File: config.mk
export PLATFORM = sky130hd
export DESIGN_NAME = main_unit
export DESIGN_NICKNAME = d
export VERILOG_FILES = /design/src/hdl/issue_pkg.sv /design/src/hdl/main_unit.sv
export SDC_FILE = /design/constraint.sdc
export NUM_CORES = 2
export LEC_CHECK = 0
export BUFFER_PORTS_ARGS = -buffer_cell sky130_fd_sc_hd__buf_2
export CORE_MARGIN = 1
export CORE_UTILIZATION = 45
export CTS_BUF_LIST = sky130_fd_sc_hd__clkbuf_4 sky130_fd_sc_hd__clkbuf_8 sky130_fd_sc_hd__clkbuf_16
export DETAILED_ROUTE_END_ITERATION = 6
export PLACE_DENSITY = 0.66
export SYNTH_ARGS = -nofsm -noshare
export SYNTH_HDL_FRONTEND = slang
export SYNTH_SLANG_ARGS = --single-unit
export TNS_END_PERCENT = 1
File: constraint.sdc
create_clock -name clk -period 2.3 [get_ports clk]
set_input_delay 0.575 -clock clk [delete_from_list [all_inputs] [get_ports clk]]
set_output_delay 0.575 -clock clk [all_outputs]
set_load 0.03 [all_outputs]
File: src/hdl/issue_pkg.sv
// shared widths, instruction layout, opcode and class encodings for the dual-issue core
`default_nettype none

package issue_pkg;

    localparam int xlen = 32;
    localparam int reg_count = 32;
    localparam int reg_idx_w = 5;
    localparam int imm_w = 13;
    localparam int mul_latency = 3;
    localparam int op_w = 4;
    localparam int exc_w = 4;

    // instruction word layout
    localparam int op_lsb = 28;
    localparam int rd_lsb = 23;
    localparam int rj_lsb = 18;
    localparam int rk_lsb = 13;
    localparam int imm_lsb = 0;

    localparam logic [exc_w-1:0] exc_none = 4'd0;
    localparam logic [exc_w-1:0] exc_illegal = 4'd1;

    // encodings above op_mul are illegal
    typedef enum logic [op_w-1:0] {
        op_nop = 4'd0, op_add, op_sub, op_and, op_or,
        op_xor, op_sll, op_addi, op_mul
    } opcode_e;

    typedef enum logic [1:0] {
        class_none, class_alu, class_mul, class_exc
    } uop_class_e;

    // single-cycle ALU result, shared by both execution units
    function automatic logic [xlen-1:0] alu_calc(
        input opcode_e op,
        input logic [xlen-1:0] a,
        input logic [xlen-1:0] b,
        input logic [xlen-1:0] imm
    );
        case (op)
            op_add:  return a + b;
            op_sub:  return a - b;
            op_and:  return a & b;
            op_or:   return a | b;
            op_xor:  return a ^ b;
            op_sll:  return a << b[4:0];
            op_addi: return a + imm;
            default: return '0;
        endcase
    endfunction

endpackage

`default_nettype wire

File: src/hdl/main_unit.sv
// general execution unit with ALU ops, a three-cycle multiply and exception reports
`default_nettype none

module main_unit (
    input  logic clk,
    input  logic rst_n,
    input  logic flush,
    input  logic en,
    input  issue_pkg::opcode_e op,
    input  issue_pkg::uop_class_e op_class,
    input  logic [issue_pkg::xlen-1:0] a, b, imm,
    input  logic [issue_pkg::exc_w-1:0] exc,
    input  logic [issue_pkg::reg_idx_w-1:0] rd,
    input  logic [issue_pkg::xlen-1:0] pc,
    output logic ready,
    output logic finish,
    output logic [issue_pkg::reg_idx_w-1:0] done_rd,
    output logic [issue_pkg::xlen-1:0] result, retire_pc,
    output logic [issue_pkg::exc_w-1:0] retire_exc
);
    import issue_pkg::*;

    typedef enum logic {
        idle,
        mul_busy
    } state_e;

    state_e state;
    logic [1:0] mul_cnt;
    logic [xlen-1:0] mul_prod;
    logic start, mul_start, mul_last;

    assign ready = (state == idle);
    assign start = en && ready;
    assign mul_start = start && op_class == class_mul;
    assign mul_last = (state == mul_busy) && (mul_cnt == 2'd1);

    always_ff @(posedge clk or negedge rst_n) begin
        if (!rst_n) begin
            state <= idle;
            mul_cnt <= 2'd0;
            finish <= 1'b0;
        end else if (flush) begin
            // drops a multiply in flight
            state <= idle;
            mul_cnt <= 2'd0;
            finish <= 1'b0;
        end else begin
            finish <= mul_last || (start && !mul_start);
            if (mul_start) begin
                state <= mul_busy;
                mul_cnt <= 2'(mul_latency - 1);
            end else if (state == mul_busy) begin
                mul_cnt <= mul_cnt - 2'd1;
                if (mul_last)
                    state <= idle;
            end
        end
    end

    always_ff @(posedge clk) begin
        if (start) begin
            done_rd <= rd;
            retire_pc <= pc;
            retire_exc <= exc;
            // exception reports carry no value
            result <= (op_class == class_alu) ? alu_calc(op, a, b, imm) : '0;
        end else if (mul_last) begin
            result <= mul_prod;
        end
        // low half only
        if (mul_start)
            mul_prod <= a * b;
    end

    assert property (@(posedge clk) disable iff (!rst_n) (state == mul_busy) |-> !en);

endmodule

`default_nettype wire

==> metrics.csv <==
metric,value,unit
Syn Inst Count,2723,
class of the worst hold path,primary input to flop,
fin area,32330,um^2
Netlist cell types,71,
Fill cells,4591,
initial antenna violation count,11,
Worst setup EP type,flop,
worst-case clock skew,0.02824,ns
Initial Utilization,0.4594,
FF-to-FF path depth,9,
ys flop type,edfxtp_1,
Worst Tran Pin Value,0.7974,ns
gr ovfl total,0,
vias in the first global route,24820,
endpoints failing hold,0,
DP Cell Count,4087,
Final period util,2.906,
"Cell Area, Synth",24380,um^2
H-Tree Depth,3,
Final HPWL DP,91680,um
core area,53080,um^2
"CTS clk-pin slew, worst paths",0.11,ns
via count,23730,
worst skew pair latency,0.41,ns
kind of critical path,primary input to flop,
clk buf depth,2,
die area,55120,um^2
synth top area cells,"fa_1 (34%), edfxtp_1 (13%), ha_1 (11%)",
CP max-delay cell,fa_1,
syn nets,3500,
DR iter-0 viols,2299,
most common cell in the netlist,inv_1,
failing checks,negative setup slack,
Yosys warning count,0,
layout cells sized above 1,0.3186,
clk root buf,clkbuf_16,
first-pass GRT wire length,160500,um
fin worst setup slack,-4.383,ns
Area Overhead vs Synth,32.59,%
DP Area,30740,um^2
max_cap viols,0,
Vert. Die Dim,234.8,um
Mean Syn Cell Area,8.955,um^2
"Top cell by count, worst path",fa_1,
area of the multi-input gates,19700,um^2
CTS Buf Count,9,
Layout Nets,4200,
relative slew slack,0.4661,
register area,3253,um^2
Finished Layout Cells,4118,
status,"complete, but fails checks",
clock sinks,109,
CTS tree,yes,
DRT Pass-1 Iters,5,
wire per inst,26.40,um
largest net degree at the start of global routing,43,
Worst path max stage delay,0.54,ns
Detail Route Antenna Nets,0,
GRT Resource Usage Total,0.4001,
register bit total from synthesis,109,
Required @ worst endpoint,2.47,ns
ys async rst share,0.03670,
# IOs,222,
Remaining DRCs,0,
cell depth of the worst hold path,1,
number of synthesized flops with an enable pin,105,
Synth area leader,fa_1,
"Seq/Total Area, Yosys",0.1334,
WP data arrival,6.85,ns
min Tclk post-route,6.683,ns
highest clock rate,149.6,MHz
port bufs,221,
RSZ-0062 raised after global routing,yes,
Post-synth top cells,"inv_1 (452), fa_1 (409), nor2_1 (379)",
Yosys top cell area share,0.3358,
"Setup violations, final",60,
Vias/cell,5.763,
Startpoint Class,primary input,
row count,84,
RePlAce Congestion,1.039,
CP Max Fanout,4,
die width,234.8,um
total routed wirelength,108700,um
fin. max-slew vios,0,
## layout make-up
type                    instances  share of cell area
clock inverters                 7            0.002902
inverters                     468             0.05611
multi-input cells            1991              0.6093
flip-flops and latches        109              0.1006
well taps                     688             0.02663
diodes                          2           0.0001548
repair buffers                844              0.1973
clock buffers                   9            0.006966
## path summary, 6_finish.rpt
path / to / startpoint / slack (ns)
setup / recovery: mul_prod[28]$_DFFE_PP_ / b[6] / -4.38
hold / removal: retire_pc[29]$_DFFE_PP_ / pc[29] / 0.33
setup reg to reg: result[21]$_DFFE_PP_ / state$_DFF_PN0_ / 0.18
hold reg to reg: result[5]$_DFFE_PP_ / mul_prod[5]$_DFFE_PP_ / 0.53
max in group asynchronous: finish$_DFF_PN0_ / rst_n / 1.65
min in group asynchronous: mul_cnt[1]$_DFFE_PN0P_ / rst_n / 0.53
## through the flow
step                utilization  TNS [ns]  setup WS, ns  hold slack, ns
floorplan                     -   -186.36        -4.731          0.2794
global placement         0.5791   -203.33        -5.020          0.3809
detailed placement       0.5791   -207.01        -5.154          0.3846
CTS                      0.6022   -156.22        -4.405          0.3225
global route             0.6091   -164.43        -4.516          0.3193
finish                   0.6091   -157.08        -4.383          0.3296
## placed cells by master, fill, tap and decap left out, types with 13 or more instances in the layout
cell type,netlist,final
buf_4,0,570
o21a_1,13,13
inv_2,8,15
nor2_1,379,347
mux4_2,29,29
inv_1,452,432
a21o_1,31,31
ha_4,0,23
buf_6,1,33
o21ai_0,92,76
a221o_1,17,17
a22oi_1,25,25
fa_1,409,390
nand2_1,284,282
edfxtp_1,105,105
fa_2,0,19
mux2i_1,16,16
xnor2_1,85,77
buf_12,0,31
nand2b_1,16,14
a221oi_1,23,20
buf_2,4,200
a21oi_2,0,19
nor2_2,0,28
nor3_1,43,32
xor2_1,25,24
a21oi_1,87,68
and3_1,14,13
nand3_1,21,21
ha_1,221,193
## logic make-up (layout without fill, tap and decap cells)
family,after synthesis,in the layout,share of synthesized area
AO/OA/AOI/OAI,383,383,0.1044
other,0,2,0
adder cells (fa/ha/maj),630,630,0.4492
buffers and inverters,623,1328,0.09642
flip-flops,109,109,0.1334
XOR/XNOR,110,110,0.03951
AND/OR/NAND/NOR,817,817,0.1409
multiplexers,51,51,0.03612
## layer usage
metal  vias up  wire, um  GRT usage  share of wire
met5         -        60          0        0.00055
met4         8      5996     0.1880          0.055
met3       291     12310    0.09293           0.11
met2      1405     47970     0.6170           0.44
met1     11860     42380     0.5332           0.39
li1      10170         -          -              -
## worst max-delay path, delay by kind of cell
family | cells | cell delay (ns)
AOI/OAI and AO/OA | 4 | 0.70
buffers and inverters | 8 | 0.76
xor gates and xnor gates | 1 | 0.12
adders and majority gates | 9 | 4.21
and+or+nand+nor | 3 | 0.46
## flip-flops by register name (all words and copies together), names as in the netlist
signal,count
retire_exc,4
finish,1
done_rd,5
result,32
state,1
mul_cnt,2
mul_prod,32
retire_pc,32
## timing repair
action                                 4_1_cts  5_1_grt
pin swaps                                   63       40
setup endpoints to repair                   61       61
hold buffers                                 1        0
gates cloned                                 0        0
resized for setup                          191       88
setup buffers                               10        2
endpoints found under the hold margin        4        0
Power is left out: the tool's default activity adds up to more than one toggle a clock period on the data nets, which glitch-free logic cannot reach.
