===== config.mk =====
export PLATFORM = sky130hd
export DESIGN_NAME = pair_decoder
export DESIGN_NICKNAME = d
export VERILOG_FILES = /design/src/hdl/issue_pkg.sv /design/src/hdl/pair_decoder.sv
export SDC_FILE = /design/constraint.sdc
export NUM_CORES = 1
export LEC_CHECK = 0
export ABC_AREA = 1
export BUFFER_PORTS_ARGS = -buffer_cell sky130_fd_sc_hd__buf_2
export CAP_MARGIN = 15
export CELL_PAD_IN_SITES_DETAIL_PLACEMENT = 1
export CELL_PAD_IN_SITES_GLOBAL_PLACEMENT = 2
export CORE_ASPECT_RATIO = 0.9
export CORE_MARGIN = 10
export CORE_UTILIZATION = 15
export DETAILED_ROUTE_END_ITERATION = 16
export GPL_TIMING_DRIVEN = 1
export PLACE_DENSITY_LB_ADDON = 0.3
export SYNTH_ARGS = -nofsm -noshare
export SYNTH_HDL_FRONTEND = slang
export SYNTH_SLANG_ARGS = --single-unit

===== constraint.sdc =====
create_clock -name vclk -period 2.4
set_input_delay 0.12 -clock vclk [all_inputs]
set_output_delay 0.12 -clock vclk [all_outputs]
set_load 0.05 [all_outputs]

===== src/hdl/issue_pkg.sv =====
// shared widths, instruction layout, opcode and class encodings for the dual-issue core
`default_nettype none

package issue_pkg;

    localparam int xlen = 32;
    localparam int reg_count = 32;
    localparam int reg_idx_w = 5;
    localparam int imm_w = 13;
    localparam int mul_latency = 3;
    localparam int op_w = 4;
    localparam int exc_w = 4;

    // instruction word layout
    localparam int op_lsb = 28;
    localparam int rd_lsb = 23;
    localparam int rj_lsb = 18;
    localparam int rk_lsb = 13;
    localparam int imm_lsb = 0;

    localparam logic [exc_w-1:0] exc_none = 4'd0;
    localparam logic [exc_w-1:0] exc_illegal = 4'd1;

    // encodings above op_mul are illegal
    typedef enum logic [op_w-1:0] {
        op_nop = 4'd0, op_add, op_sub, op_and, op_or,
        op_xor, op_sll, op_addi, op_mul
    } opcode_e;

    typedef enum logic [1:0] {
        class_none, class_alu, class_mul, class_exc
    } uop_class_e;

    // single-cycle ALU result, shared by both execution units
    function automatic logic [xlen-1:0] alu_calc(
        input opcode_e op,
        input logic [xlen-1:0] a,
        input logic [xlen-1:0] b,
        input logic [xlen-1:0] imm
    );
        case (op)
            op_add:  return a + b;
            op_sub:  return a - b;
            op_and:  return a & b;
            op_or:   return a | b;
            op_xor:  return a ^ b;
            op_sll:  return a << b[4:0];
            op_addi: return a + imm;
            default: return '0;
        endcase
    endfunction

endpackage

`default_nettype wire


===== src/hdl/pair_decoder.sv =====
// decodes the two-word fetch window into micro-op fields and compacts a leading nop
`default_nettype none

module pair_decoder (
    input  logic [issue_pkg::xlen-1:0] inst0, inst1, pc,
    output issue_pkg::opcode_e s0_op, s1_op,
    output issue_pkg::uop_class_e s0_class, s1_class,
    output logic [issue_pkg::reg_idx_w-1:0] s0_rd, s0_rj, s0_rk, s1_rd, s1_rj, s1_rk,
    output logic [issue_pkg::xlen-1:0] s0_imm, s1_imm, s0_pc, s1_pc,
    output logic [issue_pkg::exc_w-1:0] s0_exc, s1_exc,
    output logic s0_nop, s1_nop
);
    import issue_pkg::*;

    logic [xlen-1:0] word [2];
    opcode_e r_op [2];
    uop_class_e r_cls [2];
    logic [exc_w-1:0] r_exc [2];
    logic [reg_idx_w-1:0] r_rd [2];
    logic [reg_idx_w-1:0] r_rj [2];
    logic [reg_idx_w-1:0] r_rk [2];
    logic [xlen-1:0] r_imm [2];
    logic r_nop [2];
    logic [xlen-1:0] pc_hi;

    assign word[0] = inst0;
    assign word[1] = inst1;
    assign pc_hi = pc + xlen'(4);

    always_comb begin
        for (int i = 0; i < 2; i++) begin
            r_rd[i] = word[i][rd_lsb +: reg_idx_w];
            r_rj[i] = word[i][rj_lsb +: reg_idx_w];
            r_rk[i] = word[i][rk_lsb +: reg_idx_w];
            r_imm[i] = {{(xlen - imm_w){word[i][imm_lsb + imm_w - 1]}},
                        word[i][imm_lsb +: imm_w]};
            if (word[i][op_lsb +: op_w] > op_mul) begin
                // unknown opcode travels on as an exception report
                r_op[i] = op_nop;
                r_cls[i] = class_exc;
                r_exc[i] = exc_illegal;
            end else begin
                r_op[i] = opcode_e'(word[i][op_lsb +: op_w]);
                r_exc[i] = exc_none;
                case (r_op[i])
                    op_nop:  r_cls[i] = class_none;
                    op_mul:  r_cls[i] = class_mul;
                    default: r_cls[i] = class_alu;
                endcase
            end
            r_nop[i] = (r_cls[i] == class_none);
        end
    end

    // slot 1 moves up when slot 0 is empty
    assign s0_op = r_nop[0] ? r_op[1] : r_op[0];
    assign s0_class = r_nop[0] ? r_cls[1] : r_cls[0];
    assign s0_rd = r_nop[0] ? r_rd[1] : r_rd[0];
    assign s0_rj = r_nop[0] ? r_rj[1] : r_rj[0];
    assign s0_rk = r_nop[0] ? r_rk[1] : r_rk[0];
    assign s0_imm = r_nop[0] ? r_imm[1] : r_imm[0];
    assign s0_exc = r_nop[0] ? r_exc[1] : r_exc[0];
    assign s0_pc = r_nop[0] ? pc_hi : pc;
    assign s0_nop = r_nop[0] && r_nop[1];

    assign s1_op = r_nop[0] ? op_nop : r_op[1];
    assign s1_class = r_nop[0] ? class_none : r_cls[1];
    assign s1_rd = r_rd[1];
    assign s1_rj = r_rj[1];
    assign s1_rk = r_rk[1];
    assign s1_imm = r_imm[1];
    assign s1_exc = r_nop[0] ? exc_none : r_exc[1];
    assign s1_pc = pc_hi;
    assign s1_nop = r_nop[0] || r_nop[1];

    always_comb begin
        assert (!(s0_nop && s0_exc != exc_none) && !(s1_nop && s1_exc != exc_none))
            else $error("exception word marked as nop");
    end

endmodule

`default_nettype wire


==> metrics.md <==
| Metric | Value |
|---|---|
| Crit path max fanout | `46` |
| Post-DP HPWL | `12170 um` |
| Area delta synth->final | `41.08%` |
| Share of cells above drive strength 1 | `0.4541` |
| Initial antenna violation count | `0` |
| Die ar. | `21450 um2` |
| Power density over the cells | `339.5 nW/um2` |
| I/O pins | `276` |
| Pre-antenna DRT Iters | `4` |
| Final Hold Viols | `0` |
| FP Rows | `43` |
| Largest net degree at the start of global routing | `47` |
| Setup TNS | `0 ns` |
| Hold Buf Count CTS | `0` |
| Top Family by Delay on Critical Path | `buffers and inverters` |
| Post-route minimum period | `2.019 ns` |
| Buf/Inv on CP | `3` |
| DIE HEIGHT | `139.9 um` |
| Port bufs | `264` |
| Arrival time of the worst setup path | `1.90 ns` |
| Grt met1 use | `0.1341` |
| Congestion Overflow GR | `0` |
| Fill cells | `2134` |
| Slew Limit Headroom | `0.4496` |
| Drt initial violations | `63` |
| Grt peak-use layer | `met2` |
| GR Layer Usage met3 | `0.02388` |
| Critical-path cell list | `buf_2, nor2_1, nand2_1, nor2_4, inv_2, nand2_1, nand2_1, buf_2` |
| Design area | `3382 um2` |
| Core area | `15550 um2` |
| Routed wire length | `13520 um` |
| Synth Area per Inst | `5.090 um2` |
| Worst slew pin tran | `0.8244 ns` |
| Ant. Diodes | `0` |
| Num sequential | `0` |
| Max VDD drop | `105.2 uV` |
| Final setup violating endpoints | `0` |
| Quantity of gates resized following cts | `0` |
| Hold Crit Class | `input port to primary output` |
| Static Leak | `2.135 nW` |
| Status | `finished clean` |
| Unrepaired setup endpoints after global routing | `false` |
| Sequential area share after synthesis | `0` |
| Final net count | `753` |
| GR met2 Demand/Resource | `0.2145` |
| Total area of sequential cells | `0 um2` |
| GR Util All Layers | `0.1131` |
| Most used cell, CP | `nand2_1` |
| CP startpoint kind | `input port` |
| Worst Setup End Kind | `primary output` |
| Worst Hold Launch | `pc[0]` |
| Synth warn | `0` |
| Crit-path slowest cell | `inv_2` |
| Post-CTS Repair Setup Buffers | `0` |
| Die width | `153.3 um` |
| Max stage delay on crit path | `0.60 ns` |
| Setup crit start | `inst0[28]` |
| Synth Cell Area | `2397 um2` |
| Critical path class | `input port to primary output` |
| Gpl congestion | `0.8506` |
| WHS | `0.2400 ns` |
| Area of the multi-input gates | `1673 um2` |
| Clkbuf count | `0` |
| Cells after synthesis | `471` |
| Worst Path Required | `2.28 ns` |
| Final ANT Viol Nets | `0` |
| DR DRC count | `0` |
| Via count | `3285` |
| First-pass GRT wire length | `20200 um` |
| Slew Viols, Final | `0` |
| Netlist cell types | `24` |
| Max Fclk | `0.4954 GHz` |
| Avg WL per Cell | `15.79 um` |
| Dpl cell area | `3382 um2` |
| Vias per cell | `3.838` |
| Initial core utilization | `0.1542` |
| Fin crit share | `0.8411` |
| Vias in the first global route | `3439` |
| Max-cap violations | `0` |
| Total Power | `0.001148 W` |
final timing paths:
path                endpoint  slack (ns)  cells after the start
setup / recovery  s0_imm[18]        0.38                      8
hold / removal      s0_pc[0]        0.24                      0
synthesized netlist by cell type:
library cell  count  area share
buf_1             3      0.0047
nor2_1           37       0.058
xor2_2            7       0.047
buf_2             6       0.013
nand2_2           7       0.018
ha_1              1      0.0052
conb_1            1      0.0016
nand3_1          10       0.021
nor2_4           10       0.047
nor4_1            1      0.0026
o22ai_1           1      0.0026
xor2_1            9       0.033
clkbuf_1          3      0.0047
nor2_2            2      0.0052
nand2_4           2      0.0094
inv_2             1      0.0016
nand2_1         243        0.38
o21ai_0           9       0.019
a21oi_1           1      0.0021
nor2_8            1      0.0084
and2_1            4       0.010
inv_1            29       0.045
buf_4            77        0.24
nand3b_1          6       0.019
per-layer routing:
metal	vias up	routed length [um]
li1	1691	-
met1	1484	5703
met2	110	6967
met3	0	848
met4	0	0
met5	-	0
placed cells by master, fill, tap and decap left out:
cell and n:
nand2_4 2, and2_1 4, ha_1 1, nor2_1 37
o21ai_0 9, nand2_2 7, nand3_1 10, buf_2 264
buf_4 3, nor4_1 1, nor2_2 2, xor2_1 9
o22ai_1 1, nor2_4 10, a21oi_1 1, inv_2 1
conb_1 6, nor2_8 1, nand3b_1 6, xor2_2 7
nand2_1 243, inv_1 29
through the flow:
step	setup slack, ns	util	instances
after floorplan	0.1062	-	476
after global placement	0.3707	0.2175	856
after detailed placement	0.3015	0.2175	856
after CTS	0.2953	0.2175	856
after global routing	0.1295	0.2175	856
final	0.3814	0.2175	856
kinds of logic (layout without fill, tap and decap cells):
family                     Yosys count  count (layout)  share of synthesized area
AOI/OAI and AO/OA                   11              11                    0.02348
xor gates and xnor gates            16              16                    0.08038
adders and majority gates            1               1                   0.005218
other                                1               6                   0.001564
buffers and inverters              119             297                     0.3100
and+or+nand+nor                    323             323                     0.5793
where the power goes:
part	internal (W)	total, W	leakage [nW]	switching [W]
clock	0	0	0	0
sequential	0	0	0	0
combinational	0.000232	0.00115	2.14	0.000916
layout make-up:
class | count | area share
inverter | 30 | 0.03330
multi-input combinational | 357 | 0.4946
tap | 202 | 0.07473
timing repair buffer | 267 | 0.3973
Power figures use the tool's default switching activity.
