[config.mk]
export PLATFORM = sky130hd
export DESIGN_NAME = alu_unit
export DESIGN_NICKNAME = d
export VERILOG_FILES = /design/src/hdl/issue_pkg.sv /design/src/hdl/alu_unit.sv
export SDC_FILE = /design/constraint.sdc
export NUM_CORES = 1
export LEC_CHECK = 0
export BUFFER_PORTS_ARGS = -buffer_cell sky130_fd_sc_hd__buf_2
export CAP_MARGIN = 10
export CORE_ASPECT_RATIO = 1.2
export CORE_MARGIN = 5
export CORE_UTILIZATION = 55
export DETAILED_ROUTE_END_ITERATION = 6
export PLACE_DENSITY = 0.86
export SYNTH_ARGS = -nofsm -noshare
export SYNTH_HDL_FRONTEND = slang
export SYNTH_SLANG_ARGS = --single-unit
[constraint.sdc]
create_clock -name clk -period 0.8 [get_ports clk]
set_input_delay 0.08 -clock clk [delete_from_list [all_inputs] [get_ports clk]]
set_output_delay 0.08 -clock clk [all_outputs]
set_load 0.05 [all_outputs]
[src/hdl/issue_pkg.sv]
// shared widths, instruction layout, opcode and class encodings for the dual-issue core
`default_nettype none

package issue_pkg;

    localparam int xlen = 32;
    localparam int reg_count = 32;
    localparam int reg_idx_w = 5;
    localparam int imm_w = 13;
    localparam int mul_latency = 3;
    localparam int op_w = 4;
    localparam int exc_w = 4;

    // instruction word layout
    localparam int op_lsb = 28;
    localparam int rd_lsb = 23;
    localparam int rj_lsb = 18;
    localparam int rk_lsb = 13;
    localparam int imm_lsb = 0;

    localparam logic [exc_w-1:0] exc_none = 4'd0;
    localparam logic [exc_w-1:0] exc_illegal = 4'd1;

    // encodings above op_mul are illegal
    typedef enum logic [op_w-1:0] {
        op_nop = 4'd0, op_add, op_sub, op_and, op_or,
        op_xor, op_sll, op_addi, op_mul
    } opcode_e;

    typedef enum logic [1:0] {
        class_none, class_alu, class_mul, class_exc
    } uop_class_e;

    // single-cycle ALU result, shared by both execution units
    function automatic logic [xlen-1:0] alu_calc(
        input opcode_e op,
        input logic [xlen-1:0] a,
        input logic [xlen-1:0] b,
        input logic [xlen-1:0] imm
    );
        case (op)
            op_add:  return a + b;
            op_sub:  return a - b;
            op_and:  return a & b;
            op_or:   return a | b;
            op_xor:  return a ^ b;
            op_sll:  return a << b[4:0];
            op_addi: return a + imm;
            default: return '0;
        endcase
    endfunction

endpackage

`default_nettype wire

[src/hdl/alu_unit.sv]
// single-cycle ALU execution unit with a registered retire
`default_nettype none

module alu_unit (
    input  logic clk,
    input  logic rst_n,
    input  logic flush,
    input  logic en,
    input  issue_pkg::opcode_e op,
    input  logic [issue_pkg::xlen-1:0] a, b, imm,
    input  logic [issue_pkg::reg_idx_w-1:0] rd,
    input  logic [issue_pkg::xlen-1:0] pc,
    output logic ready,
    output logic finish,
    output logic [issue_pkg::reg_idx_w-1:0] done_rd,
    output logic [issue_pkg::xlen-1:0] result, retire_pc
);
    import issue_pkg::*;

    // never stalls
    assign ready = 1'b1;

    always_ff @(posedge clk or negedge rst_n) begin
        if (!rst_n)
            finish <= 1'b0;
        else
            finish <= en && !flush;
    end

    always_ff @(posedge clk) begin
        if (en) begin
            done_rd <= rd;
            retire_pc <= pc;
            result <= alu_calc(op, a, b, imm);
        end
    end

endmodule

`default_nettype wire

==> results of run 1 <==
repair_timing:
item	CTS
cloned	3
endpoints found under the setup margin	102
hold buffers	39
hold endpoints to repair	39
setup buffers	34
gates resized for setup	326
pin swaps	105
kinds of logic after synthesis:
logic type | Yosys count | share of synthesized area
AO/OA/AOI/OAI | 314 | 0.258
XOR/XNOR | 21 | 0.0221
flip-flops | 70 | 0.252
buffers and inverters | 143 | 0.0671
other | 1 | 0.000450
AND/OR/NAND/NOR | 276 | 0.158
adder cells (fa/ha/maj) | 104 | 0.157
multiplexers | 49 | 0.0848
through the flow:
stage,hold WS (ns),utilization
after floorplan,-0.216,-
after global placement,-0.146,0.798
after detailed placement,-0.144,0.798
after CTS,0.0502,0.951
==> flow_summary.ini, run 1 <==
[place]
place_congestion = 1.02
portBuffers = 210
hpwlAfterDp_mm = 28.5
dp.cells = 1630
dpl_cell_area_um2 = 11900
preCtsSetupSlack_ns = -3.52

[global_route]
grt_max_degree = 42

[yosys]
ys_top_cells_by_area = edfxtp_1 (25%), ha_1 (15%), mux4_2 (4.6%)
yosysMostFrequentCell = ha_1
ys_warn_count = 0
synth-seq-area-share = 0.252
synth-edff-count = 69
async_reset_ff_frac = 0.0143
synthesis.nets = 1223
yosys-top-cells-count = ha_1 (103), nand2_1 (92), inv_1 (80), edfxtp_1 (69), a21oi_1 (68)
avgSynthCellArea_um2 = 8.52
synth_top_area_frac = 0.249
synthCells = 978
synth_cell_types = 78
synth-main-ff-cell = edfxtp_1
syn_area_um2 = 8330
synth_top_area_cell = edfxtp_1
synth_seq_cells = 70

[status]
outcome = aborted with a tool error
haltStage = 5_1_grt
stop_error = [ERROR DPL-0038] Utilization greater than 100%, impossible to legalize

[die]
die_x_um = 122
rows = 49
num_io_pins = 212
die_h_um = 145
start_util = 0.557

[clock_tree]
ctsLongestPathBuffers = 2
cts_buffers = 9
clock_sinks = 70
htree_levels = 3
cts_root_buffer = clkbuf_16
==> run 2, diff against run 1 <==
- CORE_ASPECT_RATIO: 1.2 -> unset
- CORE_UTILIZATION: 55 -> 40
- PLACE_DENSITY: 0.86 -> unset
- PLACE_DENSITY_LB_ADDON: unset -> 0.15
==> run 2 against run 1 <==
Compared with the run above: synthesized area unchanged; synthesized cell count is the same; the flow now finishes, with violations (setup timing).
==> flow_summary.ini, run 2 <==
[job]
drv_cap = 0

[yosys]
synth-edff-count = 69
yosys-top-cells-count = ha_1 (103), nand2_1 (92), inv_1 (80), edfxtp_1 (69), a21oi_1 (68)
synth_seq_cells = 70
synth-seq-area-share = 0.252
ys_warn_count = 0
synth_cell_types = 78
synth-main-ff-cell = edfxtp_1
syn_area_um2 = 8330
synth_top_area_cell = edfxtp_1
synthesis.nets = 1223
synth_top_area_frac = 0.249
ys_top_cells_by_area = edfxtp_1 (25%), ha_1 (15%), mux4_2 (4.6%)
async_reset_ff_frac = 0.0143
avgSynthCellArea_um2 = 8.52
synthCells = 978
yosysMostFrequentCell = ha_1

[sta]
hold_ws_ns = 0.0794
period_needed_ns = 3.67
max_freq_mhz = 273
relSlewSlack = 0.595
tightest_slew_ns = 0.601
fin_crit_sh = 4.59
drv_slew = 0
hold_viol = 0
layout_setup_ws_ns = -2.87
rsz0062_at_grt = true
setup_viol = 102

[power]
peakVddDrop_v = 0.00110
power.leakage_uw = 0.00673
power_density_nw_per_um2 = 1260

[die]
dieArea_um2 = 23800
rows = 52
core_um2 = 20400
die_h_um = 154
start_util = 0.409
num_io_pins = 212
die_x_um = 154

[setup_path]
crit_path_max_fanout = 3
worst-setup-path-type = input pin to flop
crit_path_end_kind = flop
cp_slowest_cell = or4_4
critPathTopFamily = compound AO/OA/AOI/OAI gates
arrival_ns = 3.71
worstPathCellList = buf_8, buf_6, or3_4, or4_4, buf_6, nor2_4, a31oi_1, mux2i_1, a21o_1, ha_1, a21oi_1, o21bai_1, a21oi_2, a2111oi_4, buf_4, nor2_4, buf_6, o21ai_0, a211o_1
crit_top_cell = buf_6
worst_ep_required_time_ns = 0.84
worst_setup_path_start_kind = input pin
slowest_delay_ns = 0.48
cp_num_buf_inv = 5

[clock_tree]
cts_buffers = 9
clk_pin_slew_worst_paths_ns = 0.05
clock_sinks = 70
tritoncts = yes
ctsLongestPathBuffers = 2
htree_levels = 3
cts_root_buffer = clkbuf_16

[global_route]
grt_pass1_vias = 9666
antenna_found_initial = 0
grt_usage = 0.282
grt_pass1_wl_mm = 53.7
grt_max_degree = 42
overflow = 0

[finish]
fillers = 1586
antenna_cells = 0
drive_gt1_frac = 0.487
reg.largest.list = result (32), retire_pc (32), done_rd (5)
area_delta_synth_final_pct = 73.2
ff_latch_area_um2 = 2100
layout_commonest_cell = buf_4
multiInputGateArea_um2 = 6710
layout_common_cells = buf_4 (295), buf_2 (135), buf_6 (97)
layout.nets = 1756

[routing]
num_vias = 10100
dr_wl_met3_mm = 2.91
ant_nets = 0
wl_met1_mm = 15.8
wirelength_mm = 35.7
vias_per_cell = 5.65
top_layer = met4
met2_length_mm = 16.0
wl_per_cell_um = 20.0
first_pass_iters = 5
first_iter_violations = 818
drc = 0

[hold_path]
hp-class = input pin to asynchronous set/reset pin

[place]
hpwlAfterDp_mm = 27.8
portBuffers = 210
place_congestion = 0.995
preCtsSetupSlack_ns = -3.43

[status]
outcome = finished with violations
violations = setup timing
## run 2: cell families after synthesis
kind of cell             synth area share
AO/OA/AOI/OAI                       0.258
AND/OR/NAND/NOR                     0.158
buffers and inverters              0.0671
adder cells (fa/ha/maj)             0.157
flip-flops                          0.252
multiplexers                       0.0848
XOR/XNOR                           0.0221
other                            0.000450
## run 2: worst max path at each step
| stage | slack, ns | depth (start not counted) | startpoint | to |
|---|---|---|---|---|
| 2_1_floorplan | -3.18 | 19 | b[0] | result[28] |
| 3_3_place_gp | -3.36 | 18 | b[1] | result[28] |
| 3_5_place_dp | -3.43 | 18 | b[1] | result[28] |
| 4_1_cts | -2.87 | 18 | b[1] | result[22] |
| 5_1_grt | -3.03 | 18 | b[1] | result[22] |
| 6_report | -2.87 | 19 | b[1] | result[22] |
## run 2: final cells by class
type,instances,area share
clock buffers,9,0.0156
clock inverters,7,0.00286
flip-flops and latches,70,0.145
inverters,82,0.0222
repair buffers,583,0.326
well taps,270,0.0234
multi-input cells,765,0.465
## run 2: where the power goes
| part | internal (uW) | total (uW) | switching, uW |
|---|---|---|---|
| sequential | 4470 | 4630 | 162 |
| combinational | 4570 | 10000 | 5450 |
| clock | 2060 | 3470 | 1410 |
## run 2: repair_timing
| item | in CTS | in global routing |
|---|---|---|
| setup endpoints to repair | 102 | 102 |
| setup buffers | 18 | 20 |
| cloned | 1 | 0 |
| endpoints found under the hold margin | 39 | 0 |
| pin swaps | 79 | 57 |
| hold buffers | 39 | 0 |
| gates resized for setup | 281 | 83 |
## run 2: metrics by stage
step / setup TNS, ns / util / instance area, um2 / instances / total power [uW]
3_5_place_dp: -90.03 / 0.593 / 12100 / 1698 / 12700
6_report: -83.60 / 0.709 / 14400 / 1786 / 18100
3_3_place_gp: -88.76 / 0.593 / 12100 / 1698 / 12600
2_1_floorplan: -75.80 / - / 8640 / 978 / 9040
4_1_cts: -84.69 / 0.684 / 13900 / 1771 / 17600
5_1_grt: -89.27 / 0.709 / 14400 / 1786 / 19000
## run 2: routing by layer
metal  track usage  vias up
met4        0.0774        0
met3        0.0441       62
met5             0        -
met2         0.441      466
met1         0.406     4809
li1              -     4762
(Power assumes the default switching activity.)
==> run 3, diff against run 2 <==
- CELL_PAD_IN_SITES_DETAIL_PLACEMENT: unset -> 1
- CELL_PAD_IN_SITES_GLOBAL_PLACEMENT: unset -> 1
- CORE_UTILIZATION: 40 -> 41
- REMOVE_ABC_BUFFERS: unset -> 1
==> run 3 against run 2 <==
Compared with the run above: the flow now stops in 5_1_grt; synthesized area is the same; synthesized cell count is the same.
==> flow_summary.ini, run 3 <==
[yosys]
synth_compound_area_frac = 0.258
synth-seq-area-share = 0.252
synth_xor_area_frac = 0.0221
ys_warn_count = 0
avgSynthCellArea_um2 = 8.52
synth-simple-area-share = 0.158
ys_top_cells_by_area = edfxtp_1 (25%), ha_1 (15%), mux4_2 (4.6%)
syn_area_um2 = 8330
synthMuxAreaShare = 0.0848
synth_top_area_frac = 0.249
yosysMostFrequentCell = ha_1
synth_cell_types = 78
yosys-top-cells-count = ha_1 (103), nand2_1 (92), inv_1 (80), edfxtp_1 (69), a21oi_1 (68)
synth-main-ff-cell = edfxtp_1
synth_seq_cells = 70
synth_top_area_cell = edfxtp_1
async_reset_ff_frac = 0.0143
synth-edff-count = 69
synthCells = 978
synth_top_family_by_area = compound AO/OA/AOI/OAI gates
yosys.area_share.adder = 0.157

[die]
die_x_um = 153
num_io_pins = 212
start_util = 0.414
rows = 52
die_h_um = 153

[status]
stop_error = [ERROR GRT-0232] Routing congestion too high. Check the congestion heatmap in the GUI.
haltStage = 5_1_grt
outcome = aborted with a tool error

[place]
hpwlAfterDp_mm = 33.4
place_congestion = 0.978
portBuffers = 210
dp.cells = 1728

[global_route]
overflow = 497
grt_usage = 0.859
grt_max_degree = 33

[clock_tree]
htree_levels = 3
clock_sinks = 70
cts_root_buffer = clkbuf_16
cts_buffers = 9
ctsLongestPathBuffers = 2

[sta]
worstEpCategory = sequential cell input
postGrtWorstEndpoint = result[31]$_DFFE_PP_/D
[run 3: cell counts after synthesis]
Identical to the previous run, type by type.
[run 3: per-layer routing]
metal,GRT overflow,global-route usage
met5,2,0.393
met2,293,0.990
met1,3,0.848
met3,6,0.735
met4,193,0.902
[run 3: repair_timing]
item / 4_1_cts
hold buffers: 39
setup buffers: 35
pin swaps: 102
gates resized for setup: 369
endpoints found under the hold margin: 39
gates cloned: 1
endpoints found under the setup margin: 102
[run 3: stage by stage]
step | utilization | cell area, um2 | hold slack, ns | setup slack, ns
global placement | 0.600 | 12100 | -0.146 | -3.72
detailed placement | 0.600 | 12100 | -0.144 | -3.87
CTS | 0.715 | 14400 | 0.0226 | -2.86
floorplan | - | 8080 | -0.216 | -3.48
[run 3: logic make-up after synthesis]
kind of cell,count (synthesis)
AO/OA/AOI/OAI,314
XOR/XNOR,21
adder cells (fa/ha/maj),104
buffers and inverters,143
flip-flops,70
multiplexers,49
other,1
AND/OR/NAND/NOR,276
