## config.mk

```make
export PLATFORM = sky130hd
export DESIGN_NAME = issue_stage
export DESIGN_NICKNAME = d
export VERILOG_FILES = /design/src/hdl/issue_pkg.sv /design/src/hdl/issue_stage.sv
export SDC_FILE = /design/constraint.sdc
export NUM_CORES = 1
export LEC_CHECK = 0
export ABC_AREA = 1
export BUFFER_PORTS_ARGS = -buffer_cell sky130_fd_sc_hd__buf_4
export CORE_MARGIN = 4
export CORE_UTILIZATION = 40
export CTS_BUF_LIST = sky130_fd_sc_hd__clkbuf_8
export CTS_CLUSTER_DIAMETER = 30
export DETAILED_ROUTE_END_ITERATION = 7
export GPL_ROUTABILITY_DRIVEN = 0
export PLACE_DENSITY = 0.7
export SYNTH_ARGS = -nofsm -noshare
export SYNTH_HDL_FRONTEND = slang
export SYNTH_SLANG_ARGS = --single-unit
```

## constraint.sdc

```tcl
create_clock -name clk -period 15.8 [get_ports clk]
set_input_delay 0.79 -clock clk [delete_from_list [all_inputs] [get_ports clk]]
set_output_delay 0.79 -clock clk [all_outputs]
set_load 0.005 [all_outputs]
```

## src/hdl/issue_pkg.sv

```systemverilog
// shared widths, instruction layout, opcode and class encodings for the dual-issue core
`default_nettype none

package issue_pkg;

    localparam int xlen = 32;
    localparam int reg_count = 32;
    localparam int reg_idx_w = 5;
    localparam int imm_w = 13;
    localparam int mul_latency = 3;
    localparam int op_w = 4;
    localparam int exc_w = 4;

    // instruction word layout
    localparam int op_lsb = 28;
    localparam int rd_lsb = 23;
    localparam int rj_lsb = 18;
    localparam int rk_lsb = 13;
    localparam int imm_lsb = 0;

    localparam logic [exc_w-1:0] exc_none = 4'd0;
    localparam logic [exc_w-1:0] exc_illegal = 4'd1;

    // encodings above op_mul are illegal
    typedef enum logic [op_w-1:0] {
        op_nop = 4'd0, op_add, op_sub, op_and, op_or,
        op_xor, op_sll, op_addi, op_mul
    } opcode_e;

    typedef enum logic [1:0] {
        class_none, class_alu, class_mul, class_exc
    } uop_class_e;

    // single-cycle ALU result, shared by both execution units
    function automatic logic [xlen-1:0] alu_calc(
        input opcode_e op,
        input logic [xlen-1:0] a,
        input logic [xlen-1:0] b,
        input logic [xlen-1:0] imm
    );
        case (op)
            op_add:  return a + b;
            op_sub:  return a - b;
            op_and:  return a & b;
            op_or:   return a | b;
            op_xor:  return a ^ b;
            op_sll:  return a << b[4:0];
            op_addi: return a + imm;
            default: return '0;
        endcase
    endfunction

endpackage

`default_nettype wire

```

## src/hdl/issue_stage.sv

```systemverilog
// in-order issue stage with a two-entry queue, register scoreboard and unit steering
`default_nettype none

module issue_stage (
    input  logic clk,
    input  logic rst_n,
    input  logic flush,
    input  issue_pkg::opcode_e s0_op, s1_op,
    input  issue_pkg::uop_class_e s0_class, s1_class,
    input  logic [issue_pkg::reg_idx_w-1:0] s0_rd, s0_rj, s0_rk, s1_rd, s1_rj, s1_rk,
    input  logic [issue_pkg::xlen-1:0] s0_imm, s1_imm, s0_pc, s1_pc,
    input  logic [issue_pkg::exc_w-1:0] s0_exc, s1_exc,
    input  logic s0_nop, s1_nop,
    input  logic eu0_ready, eu1_ready, eu0_finish, eu1_finish,
    input  logic [issue_pkg::reg_idx_w-1:0] eu0_done_rd, eu1_done_rd,
    output logic [1:0] take,
    output logic eu0_en, eu1_en,
    output issue_pkg::opcode_e eu0_op, eu1_op,
    output issue_pkg::uop_class_e eu0_class, eu1_class,
    output logic [issue_pkg::reg_idx_w-1:0] eu0_rd, eu0_rj, eu0_rk, eu1_rd, eu1_rj, eu1_rk,
    output logic [issue_pkg::xlen-1:0] eu0_imm, eu0_pc, eu1_imm, eu1_pc,
    output logic [issue_pkg::exc_w-1:0] eu0_exc, eu1_exc
);
    import issue_pkg::*;

    typedef struct packed {
        opcode_e op;
        uop_class_e cls;
        logic [reg_idx_w-1:0] rd;
        logic [reg_idx_w-1:0] rj;
        logic [reg_idx_w-1:0] rk;
        logic [xlen-1:0] imm;
        logic [exc_w-1:0] exc;
        logic [xlen-1:0] pc;
    } entry_t;

    entry_t q [2];
    entry_t in0, in1, eu0_ent, eu1_ent, nxt0, nxt1;
    logic [1:0] q_size, size_after, n_iss, n_valid, n_enq;
    logic [1:0] infl0, infl1;
    logic [reg_count-1:0] sb, sb_next;
    logic swap, go0, go1;

    // sources and destination must all be free
    function automatic logic regs_ok(input logic [reg_count-1:0] v, input entry_t e);
        return v[e.rj] && v[e.rk] && v[e.rd];
    endfunction

    assign in0 = '{op: s0_op, cls: s0_class, rd: s0_rd, rj: s0_rj, rk: s0_rk,
                   imm: s0_imm, exc: s0_exc, pc: s0_pc};
    assign in1 = '{op: s1_op, cls: s1_class, rd: s1_rd, rj: s1_rj, rk: s1_rk,
                   imm: s1_imm, exc: s1_exc, pc: s1_pc};

    // an ALU op at the head goes to eu1, leaving eu0 for the entry behind it
    assign swap = (q[0].cls == class_alu);

    always_comb begin
        sb_next = sb;
        // finishing results forward through the register file
        if (eu0_finish)
            sb_next[eu0_done_rd] = 1'b1;
        if (eu1_finish)
            sb_next[eu1_done_rd] = 1'b1;
        go0 = 1'b0;
        go1 = 1'b0;
        if (q_size != 2'd0 && regs_ok(sb_next, q[0]) && (swap ? eu1_ready : eu0_ready)) begin
            go0 = 1'b1;
            if (q[0].rd != '0)
                sb_next[q[0].rd] = 1'b0;
            if (q_size == 2'd2 && regs_ok(sb_next, q[1])
                    && (swap ? eu0_ready : (eu1_ready && q[1].cls == class_alu))) begin
                go1 = 1'b1;
                if (q[1].rd != '0)
                    sb_next[q[1].rd] = 1'b0;
            end
        end
    end

    assign eu0_ent = swap ? q[1] : q[0];
    assign eu1_ent = swap ? q[0] : q[1];
    assign eu0_en = swap ? go1 : go0;
    assign eu1_en = swap ? go0 : go1;

    assign eu0_op = eu0_ent.op;
    assign eu0_class = eu0_ent.cls;
    assign eu0_rd = eu0_ent.rd;
    assign eu0_rj = eu0_ent.rj;
    assign eu0_rk = eu0_ent.rk;
    assign eu0_imm = eu0_ent.imm;
    assign eu0_exc = eu0_ent.exc;
    assign eu0_pc = eu0_ent.pc;
    assign eu1_op = eu1_ent.op;
    assign eu1_class = eu1_ent.cls;
    assign eu1_rd = eu1_ent.rd;
    assign eu1_rj = eu1_ent.rj;
    assign eu1_rk = eu1_ent.rk;
    assign eu1_imm = eu1_ent.imm;
    assign eu1_exc = eu1_ent.exc;
    assign eu1_pc = eu1_ent.pc;

    assign n_iss = {1'b0, go0} + {1'b0, go1};
    assign size_after = q_size - n_iss;
    assign n_valid = {1'b0, !s0_nop} + {1'b0, !s1_nop};

    // nops are consumed without taking queue space
    always_comb begin
        case (size_after)
            2'd0:    take = 2'd2;
            2'd1:    take = (n_valid == 2'd2) ? 2'd1 : 2'd2;
            default: take = 2'd0;
        endcase
    end

    assign n_enq = (take == 2'd2) ? n_valid : take;

    // survivors shift to the head, new words land behind them
    always_comb begin
        nxt0 = go0 ? q[1] : q[0];
        nxt1 = q[1];
        if (size_after == 2'd0) begin
            nxt0 = in0;
            nxt1 = in1;
        end else if (size_after == 2'd1) begin
            nxt1 = in0;
        end
    end

    always_ff @(posedge clk or negedge rst_n) begin
        if (!rst_n) begin
            q_size <= 2'd0;
            sb <= '1;
            infl0 <= 2'd0;
            infl1 <= 2'd0;
        end else if (flush) begin
            q_size <= 2'd0;
            sb <= '1;
            infl0 <= 2'd0;
            infl1 <= 2'd0;
        end else begin
            q_size <= size_after + n_enq;
            sb <= sb_next;
            infl0 <= infl0 + 2'(eu0_en) - 2'(eu0_finish);
            infl1 <= infl1 + 2'(eu1_en) - 2'(eu1_finish);
        end
    end

    always_ff @(posedge clk) begin
        q[0] <= nxt0;
        q[1] <= nxt1;
    end

    assert property (@(posedge clk) disable iff (!rst_n) take != 2'd3);
    assert property (@(posedge clk) disable iff (!rst_n) eu1_en |-> eu1_class != class_mul);
    assert property (@(posedge clk) disable iff (!rst_n)
        !(eu0_en && !eu0_ready) && !(eu1_en && !eu1_ready));
    // a unit never finishes work it was not given
    assert property (@(posedge clk) disable iff (!rst_n)
        !(eu0_finish && infl0 == 2'd0) && !(eu1_finish && infl1 == 2'd0));

endmodule

`default_nettype wire

```

==> results of run 1 <==
[cell type report]
type / count / area share
antenna: 4 / 0.000522
clock buffer: 58 / 0.0416
clock inverter: 43 / 0.0250
inverter: 185 / 0.0366
multi-input combinational: 1682 / 0.387
sequential: 212 / 0.325
tap: 468 / 0.0305
timing repair buffer: 392 / 0.153
[synth_stat cells]
cell type  instances  area share
nand3b_1           1     0.00050
xor2_1             1     0.00059
a21oi_2            1     0.00059
o2111ai_1          4      0.0023
inv_2              1     0.00025
nor4_1             1     0.00042
a22oi_1            4      0.0020
o211ai_1          26       0.013
dfstp_2           32       0.056
buf_1             17      0.0043
a21o_1             1     0.00050
nand4_1           36       0.015
ha_1               6      0.0050
nor2_2             3      0.0013
nand2_1          869        0.22
a21oi_1            8      0.0027
dfrtp_1            2      0.0034
edfxtp_1         178        0.36
o21ai_0          201       0.067
nand3_1          357        0.12
o21bai_1           1     0.00050
inv_1            179       0.045
nor3_1             5      0.0017
or2_1              1     0.00042
buf_4              2      0.0010
nor3_2             3      0.0020
nor2_1           138       0.035
o21ai_1            2     0.00067
o21a_1             3      0.0015
clkinv_1           5      0.0013
buf_2             38       0.013
o22ai_1            6      0.0025
nand2_2            1     0.00042
clkbuf_1          83       0.021
a31oi_1            2     0.00084
o221ai_1           1     0.00059
[how the worst max path moves through the flow]
| stage | from | to | slack, ps |
|---|---|---|---|
| after floorplan | eu1_done_rd[0] | q[0][0] | 9650 |
| after global placement | eu1_done_rd[0] | q[0][60] | 8850 |
| after detailed placement | eu1_done_rd[0] | q[0][119] | 8760 |
| after CTS | q[0][84] | q[0][82] | 8780 |
| after global routing | q[0][84] | q[0][74] | 8090 |
| final | q[0][84] | q[0][74] | 8730 |
[where the power goes]
part	switching [mW]	total, mW	internal, mW
registers	0.236	1.48	1.24
logic	2.33	3.46	1.12
clock network	0.299	0.806	0.506
total	2.87	5.74	2.87
[per-stage QoR]
step	instance area (um2)	hold slack, ps	total power [mW]	util
6_report	19200	152	5.74	0.523
5_1_grt	19200	167	6.19	0.523
4_1_cts	19200	133	5.73	0.523
3_5_place_dp	17900	524	4.90	0.488
3_3_place_gp	17900	520	4.82	0.488
2_1_floorplan	14900	494	3.56	-
[state kept, by name, summed over array words and instances (netlist names)]
signal / cells
sb: 32
q: 178
q_size: 2
[routing by layer]
layer | GRT usage | share of wire
met5 | 0 | 0.00057
met4 | 0.124 | 0.052
met3 | 0.0884 | 0.12
met2 | 0.465 | 0.47
met1 | 0.339 | 0.36
[worst max-delay path: stages (launching register included)]
cell and delay (ps):
edfxtp_1 350, inv_1 130, nand2_4 530, inv_4 760
nand2_1 110, nand2_1 90, o21ai_0 210, o21bai_1 240
nor2_1 160, nand3_1 110, nor2_2 220, clkinv_1 120
a31oi_1 170, ha_1 270, inv_1 70, ha_1 140
nor2_1 60, inv_1 70, nand3_1 120, nand2_4 590
buf_4 960, buf_4 970, nand3_1 180, nand2_1 130
[logic make-up after synthesis]
group	count (synthesis)	share of synthesized area
adder cells (fa/ha/maj)	6	0.00504
XOR/XNOR	1	0.000588
AO/OA/AOI/OAI	260	0.0953
AND/OR/NAND/NOR	1415	0.395
flip-flops	212	0.418
buffers and inverters	325	0.0855
==> run summary, run 1 <==
Status: completed
CTS buffer count: 55
Unique cell type count in the Yosys netlist: 36
Vias in the first global route: 16,200
# Post-CTS Setup Buffers: 0
Crit. End Element: register
Sequential fraction of the synthesis area: 0.418
Core box area: 0.0367 mm2
First-pass GRT wire length: 91,000 um
Worst Slack Setup Final: 8730 ps
Antenna violations before repair: 6
Fin. max-slew vios: 0
Fin Setup TNS: 0 ps
Placed cell count: 2,939
Seq cells post-synth: 212
Syn avg cell area: 6.72 um2
Synth warnings: 0
Clk slew on worst S/H paths: 50 ps
Critical path arrival: 7530 ps
Die X-Extent: 201 um
Crit path launch type: register
Clock Latency Late Sink: 620 ps
Io pins: 379
Die area: 0.0404 mm2
Worst R2R End: q[0][74]
Slew @ Worst Pin: 1160 ps
Final hold violation count: 0
DRT Wirelength: 60,100 um
Post-Syn Area: 0.0149 mm2
Pre-CTS WS: 8760 ps
Area of the multi-input gates: 0.00743 mm2
Crit-path max FO: 110
PwrDens: 299 mW/mm2
DR WL/cell: 19.7 um
Final ANT Viol Nets: 0
Largest net degree at the start of global routing: 115
Static leakage: 9.63 nW
Clock Skews: 31.9 ps
DRC Markers: 0
Finish-stage setup viols: 0
Reg2Reg Setup Slack: 8730 ps
Share of layout cells above drive strength 1: 0.203
CP Class: register to register
Layout area overhead: 28.7%
Max_cap viols: 0
Router iterations before antenna repair: 7
Port bufs: 378
Class of the worst hold path: input pin to async pin
Min Tclk post-route: 7070 ps
Hold Buf Count CTS: 0
Final std cells w/o fill: 3,044
Commonest non-fill, non-tap cell in the layout: nand2_1
Total GRT Usage: 0.281
R2R cell count: 23
Post-cts resize count: 0
CTS tree: done
Fill cells: 3,560
DR vias/cell: 5.56
Clk sinks: 212
Die H: 201 um
RSZ-0062 raised after global routing: false
Routed via count: 16,900
Clock Tree Buf Depth: 3
Syn nets: 2,422
Register Area: 0.00624 mm2
Floorplan row count: 70
Initial core utilization: 0.406
Fmax: 142 MHz
H-Tree Depth: 2
Detail Placement HPWL: 43,400 um
Overflow after GRT: 0
Synth Instances: 2,219
Nets@finish: 2,731
First DRT Iteration DRCs: 1,935
CTS Root Cell: clkbuf_8
Final period utilization: 0.447
Most frequent cells in the layout: nand2_1 (866), buf_4 (392), nand3_1 (357)
Slew headroom: 0.225
VDD IR-drop max: 0.000357 V
CP required: 16,270 ps
R2r startpoint: q[0][84]
No activity file was read; power rests on OpenSTA's default activity.
==> run 2: changes to the inputs <==
==> constraint.sdc (replaced) <==
create_clock -name clk -period 6.66 [get_ports clk]
set_input_delay 0.333 -clock clk [delete_from_list [all_inputs] [get_ports clk]]
set_output_delay 0.333 -clock clk [all_outputs]
set_load 0.005 [all_outputs]
==> run 2 against run 1 <==
Combinational power rose to 2.6 times the previous value. Cell area grew 8.4%. Clock power increased to 2.5 times the previous value. Clock-buffer cell count decreased by 1. Critical path depth decreased by 4. Global-route usage is 0.66 points higher. Setup slack lost 8300 ps. Sequential power is 130% higher. Critical endpoint is now q[0][145]. Largest cell class unchanged. Highest routed layer unchanged.
==> run summary, run 2 (synthesis results as in run 1) <==
M1 WL: 22,300 um (+2.8%)
Area of the multi-input gates: 0.00744 mm2 (+0.10%)
Slew headroom: 0.247 (+0.0225)
Port bufs: 378 (unchanged)
Router iterations before antenna repair: 7 (unchanged)
Final std cells w/o fill: 3,197 (+5.0%)
Combinational cell fraction of total power: 0.622 (+0.020)
Core box area: 0.0367 mm2 (unchanged)
Finish-stage setup viols: 0 (unchanged)
Clock Latency Late Sink: 650 ps (+30 ps)
Class of the worst hold path: input pin to register
Die H: 201 um (unchanged)
Max reg flops: 178 (unchanged)
CTS buffer count: 55 (unchanged)
Largest delay share family, worst path: buffers and inverters
Clock Tree Buf Depth: 3 (unchanged)
Internal: 7.56 mW (+160%)
Crit path launch type: register
Final period utilization: 0.937 (+0.490)
Commonest non-fill, non-tap cell in the layout: nand2_1
Delay of the slowest cell on the worst path: 860 ps (-110 ps)
Detail Placement HPWL: 43,000 um (-0.97%)
Io pins: 379 (unchanged)
CTS tree: done
Clk sinks: 212 (unchanged)
Fill cells: 3,306 (-7.1%)
Register with the most flip-flops: q
NetSw: 7.00 mW (+140%)
DRC Markers: 0 (unchanged)
Total power: 14.6 mW (+150%)
Fmax: 160 MHz (+13%)
Overflow after GRT: 0 (unchanged)
Die area: 0.0404 mm2 (unchanged)
Layout area overhead: 39.5%
Largest net degree at the start of global routing: 198 (+72%)
Routed wl met3: 6880 um (-1.1%)
Vias in the first global route: 16,700 (+3.4%)
DRT Wirelength: 61,800 um (+2.8%)
CP Class: register to register
CP required: 7150 ps (-9120 ps)
Placed cell count: 2,942 (+0.10%)
Top Registers: q (178), sb (32), q_size (2)
VDD IR-drop max: 0.000638 V (+79%)
Fin Setup TNS: 0 ps (unchanged)
Floorplan row count: 70 (unchanged)
Clock Power Share: 0.140 (about the same)
Fin. max-slew vios: 0 (unchanged)
Status: completed
Slowest stage cell, crit path: buf_4
Clock Skews: 43.9 ps (+12.0 ps)
CP most frequent cell: inv_1
H-Tree Depth: 2 (unchanged)
Share of layout cells above drive strength 1: 0.195 (-0.00786)
Critical path arrival: 6730 ps (-800 ps)
Total GRT Usage: 0.288 (+0.00658)
First-pass GRT wire length: 93,800 um (+3.0%)
Antenna violations before repair: 10 (+4)
Top sig layer: met5
Initial core utilization: 0.406 (unchanged)
Final ANT Viol Nets: 0 (unchanged)
Nets@finish: 2,880 (+5.5%)
Met2 WL post-DR: 29,100 um (+2.8%)
Slew @ Worst Pin: 1130 ps (-32.5 ps)
Crit-path max FO: 99 (-10%)
Most frequent cells in the layout: nand2_1 (866), buf_4 (393), nand3_1 (357)
CP Cell Sequence: inv_1 -> nor2_1 -> buf_4 -> inv_1 -> o21ai_0 -> inv_1 -> o22ai_1 -> o21ai_0 -> nand3_1 -> a21oi_4 -> a31oi_1 -> ha_1 -> ha_1 -> xor2_1 -> inv_6 -> buf_4 -> nand3_1 -> nand2_1 -> dlygate4sd3_1
Pre-CTS WS: 699 ps (-8060 ps)
Clk slew on worst S/H paths: 60 ps (about the same)
DR WL/cell: 19.3 um (-2.1%)
Worst Slack Setup Final: 417 ps (-8320 ps)
Final hold violation count: 0 (unchanged)
Max_cap viols: 0 (unchanged)
Routed via count: 17,500 (+3.7%)
First DRT Iteration DRCs: 2,161 (+12%)
Switch share: 0.481 (-0.0186)
Min Tclk post-route: 6240 ps (-823 ps)
Register Area: 0.00624 mm2 (unchanged)
Die X-Extent: 201 um (unchanged)
PwrDens: 700 mW/mm2 (+130%)
Sequential share of power: 0.238 (-0.020)
# Post-CTS Setup Buffers: 0 (unchanged)
Static leakage: 10.3 nW (+7.1%)
Crit. End Element: register
DR vias/cell: 5.49 (-1.3%)
Buffers & Inverters on Critical Path: 7 (unchanged)
RSZ-0062 raised after global routing: false
CTS Root Cell: clkbuf_8
==> run 2: changes by cell type in the layout (fill, tap and decap cells not counted), moves of 2 or more <==
cell,delta
clkinv_1,-3
dlygate4sd3_1,+146
clkinv_2,+2
bufinv_16,+3
diode_2,+3
inv_1,-2
clkinvlp_4,+2
buf_12,+2
==> run 2: final cells by class <==
class,count,area share
antenna,7,0.000842
clock buffer,57,0.0377
clock inverter,45,0.0277
inverter,185,0.0338
multi-input combinational,1682,0.358
sequential,212,0.300
tap,468,0.0282
timing repair buffer,541,0.214
==> run 2: per-stage QoR <==
stage	hold slack (ps)	utilization	area, um2
after floorplan	37.4	-	14900
after global placement	311	0.489	17900
after detailed placement	315	0.489	17900
after CTS	0.288	0.566	20800
after global routing	6.78	0.567	20800
final	16.6	0.567	20800
==> run 2: final timing paths <==
path                                   to  startpoint  slack (ps)  depth (start not counted)
worst max-delay path            q[0][145]    q[0][78]         420                         19
worst min register to register    q[0][2]    q[0][91]         520                          2
max in group asynchronous          sb[15]       rst_n        6130                          2
worst min-delay path            q[0][170]    s1_rd[3]          20                          3
worst max register to register  q[0][145]    q[0][78]         420                         19
min in group asynchronous       q_size[0]       rst_n         190                          2
==> run 2: worst min-delay path: stages <==
cell and delay (ps):
buf_4 90, nand3_1 70, nand2_1 60
==> run 2: layer usage <==
layer | vias to the layer above | global-route usage
met4 | 8 | 0.148
met2 | 1116 | 0.475
met3 | 221 | 0.0811
li1 | 8255 | -
met1 | 7937 | 0.344
met5 | - | 0
==> run 2: timing repair <==
item                                    in CTS  in global routing
endpoints found under the hold margin      171                  0
hold buffers                               146                  0
resized for setup                            0                  1
endpoints found under the setup margin       0                  2
==> run 2: power by group through the flow <==
stage                     sequential (mW)  combinational [mW]  clock (mW)
after global routing                 3.53                9.94        2.13
after global placement               3.43                8.04           0
after detailed placement             3.45                8.18           0
after floorplan                      3.23                5.12           0
after CTS                            3.44                8.88        2.05
final                                3.47                9.06        2.03
==> run 3: changes to the inputs <==
--- a/config.mk
+++ b/config.mk
@@ -13,7 +13,6 @@
 export CTS_CLUSTER_DIAMETER = 30
 export DETAILED_ROUTE_END_ITERATION = 7
 export GPL_ROUTABILITY_DRIVEN = 0
-export PLACE_DENSITY = 0.7
 export SYNTH_ARGS = -nofsm -noshare
 export SYNTH_HDL_FRONTEND = slang
 export SYNTH_SLANG_ARGS = --single-unit
==> run 3 against run 2 <==
Die area stayed put. Hold slack better by 28 ps. Fmax is 6.3% higher. Final cell count is 0.50% higher. Clock skew is 6.3 ps higher. Sequential cell count stayed put. First-iteration DRC count is 21% lower. Via count is 1.5% lower. Sequential power is 1% lower. Routed wire length is 0.60% higher. Global-route usage is 0.77 points higher. Highest routed layer unchanged.
==> run summary, run 3 (synthesis results as in run 1) <==
Status: completed
CP most frequent cell: nand3_1
Clock Power Share: 0.128 (-0.012)
Clock Skews: 50.2 ps (+6.31 ps)
Core box area: 0.0367 mm2 (unchanged)
Share of layout cells above drive strength 1: 0.190 (-0.00500)
Initial core utilization: 0.406 (unchanged)
CP Cell Sequence: inv_1 -> nand3_1 -> o21ai_0 -> o211ai_1 -> nand3_1 -> nand3_1 -> nand3_1 -> nand2_1 -> buf_4 -> a31oi_1 -> ha_1 -> ha_1 -> nor2_1 -> nand2_1 -> nand2_4 -> buf_4 -> inv_1 -> nor3_1 -> buf_4
Finish-stage setup viols: 0 (unchanged)
Hold Buf Count CTS: 170 (+16%)
Clock Latency Late Sink: 640 ps (about the same)
PwrDens: 700 mW/mm2 (about the same)
Vias in the first global route: 16,800 (+0.34%)
Delay of the slowest cell on the worst path: 700 ps (-160 ps)
First DRT Iteration DRCs: 1,706 (-21%)
Routed via count: 17,300 (-1.5%)
Router iterations before antenna repair: 6 (-1)
Detail Placement HPWL: 44,000 um (+2.2%)
Slowest stage cell, crit path: o21ai_0
Internal: 7.73 mW (+2.2%)
Die X-Extent: 201 um (unchanged)
NetSw: 6.94 mW (-0.94%)
Largest net degree at the start of global routing: 156 (-21%)
Switch share: 0.473 (-0.00786)
Class of the worst hold path: input pin to register
Final std cells w/o fill: 3,213 (+0.50%)
Post-cts resize count: 0 (unchanged)
Fin Setup TNS: 0 ps (unchanged)
CP Class: register to primary output
CTS buffer count: 53 (-3.6%)
Layout area overhead: 40.5%
Max reg flops: 178 (unchanged)
Nets@finish: 2,904 (+0.83%)
Final hold violation count: 0 (unchanged)
Die area: 0.0404 mm2 (unchanged)
Clk sinks: 212 (unchanged)
DRT Wirelength: 62,200 um (+0.60%)
Top Registers: q (178), sb (32), q_size (2)
Min Tclk post-route: 5870 ps (-371 ps)
Crit path launch type: register
First-pass GRT wire length: 95,200 um (+1.5%)
Combinational cell fraction of total power: 0.638 (+0.016)
Sequential share of power: 0.234 (-0.004)
Io pins: 379 (unchanged)
# Post-CTS Setup Buffers: 0 (unchanged)
CTS Root Cell: clkbuf_8
H-Tree Depth: 2 (unchanged)
Total GRT Usage: 0.296 (+0.00770)
Die H: 201 um (unchanged)
CTS tree: done
Final ANT Viol Nets: 0 (unchanged)
DRC Markers: 0 (unchanged)
Fin. max-slew vios: 0 (unchanged)
Slew headroom: 0.227 (-0.0205)
Max_cap viols: 0 (unchanged)
DR vias/cell: 5.38 (-2.0%)
RSZ-0062 raised after global routing: false
Antenna violations before repair: 8 (-2)
Crit. End Element: primary output
Floorplan row count: 70 (unchanged)
Port bufs: 378 (unchanged)
VDD IR-drop max: 0.000776 V (+21%)
Slew @ Worst Pin: 1160 ps (+29.5 ps)
Crit-path max FO: 34 (-66%)
Register with the most flip-flops: q
Final period utilization: 0.882 (-0.0557)
Clock Tree Buf Depth: 3 (unchanged)
Overflow after GRT: 0 (unchanged)
Static leakage: 10.4 nW (+1.0%)
Commonest non-fill, non-tap cell in the layout: nand2_1
Fmax: 170 MHz (+6.3%)
Placed cell count: 2,944 (+0.068%)
DR WL/cell: 19.3 um (about the same)
CP required: 6330 ps (-820 ps)
Clk slew on worst S/H paths: 50 ps (about the same)
Critical path arrival: 5540 ps (-1190 ps)
Most frequent cells in the layout: nand2_1 (866), buf_4 (392), nand3_1 (357)
-- run 3: power groups by stage --
| stage | sequential, mW | clock (mW) | combinational [mW] |
|---|---|---|---|
| final | 3.43 | 1.88 | 9.35 |
| after global routing | 3.51 | 1.98 | 10.4 |
| after CTS | 3.41 | 1.91 | 9.29 |
| after detailed placement | 3.42 | 0 | 8.35 |
| after global placement | 3.41 | 0 | 8.27 |
| after floorplan | 3.23 | 0 | 5.12 |
-- run 3: path summary, 6_finish.rpt --
path                       cells past startpoint         to  startpoint  slack [ps]
setup / recovery                              19    take[0]    q[0][80]         790
hold / removal                                 3  q[0][170]    s1_rd[3]          40
setup reg to reg                              21  q[0][110]    q[0][80]         840
hold reg to reg                                2   q[0][24]   q[0][113]         530
min in group asynchronous                      2  q_size[1]       rst_n         210
max in group asynchronous                      2     sb[26]       rst_n        6110
-- run 3: layer usage --
layer  GRT usage  vias to the layer above  share of wire
met5           0                        -        0.00042
met2       0.490                      894           0.47
met3      0.0826                      200          0.098
met4       0.148                        6          0.055
li1            -                     8304              -
met1       0.354                     7874           0.38
-- run 3: critical path: cells and delay by family (launching register included) --
kind / cells / cell delay (ps)
flops: 1 / 580
compound gates: 3 / 1050
buf+inv: 5 / 1310
simple gates: 9 / 1490
fa+ha+maj: 2 / 440
-- run 3: metrics by stage --
step | hold WS (ps) | utilization | power (mW) | setup slack (ps) | area [um2]
after floorplan | 37.4 | - | 8.35 | 932 | 14900
after global placement | 307 | 0.490 | 11.7 | 1410 | 18000
after detailed placement | 313 | 0.490 | 11.8 | 1380 | 18000
after CTS | 0.631 | 0.571 | 14.6 | 892 | 20900
after global routing | 30.8 | 0.571 | 15.9 | 442 | 20900
final | 44.8 | 0.571 | 14.7 | 788 | 20900
-- run 3: final cells by class --
class	count	area (um2)
antenna	4	10.0
clock buffer	56	771
clock inverter	39	465
fill	3459	15800
inverter	185	702
multi-input combinational	1682	7430
sequential	212	6240
tap	468	586
timing repair buffer	567	4740
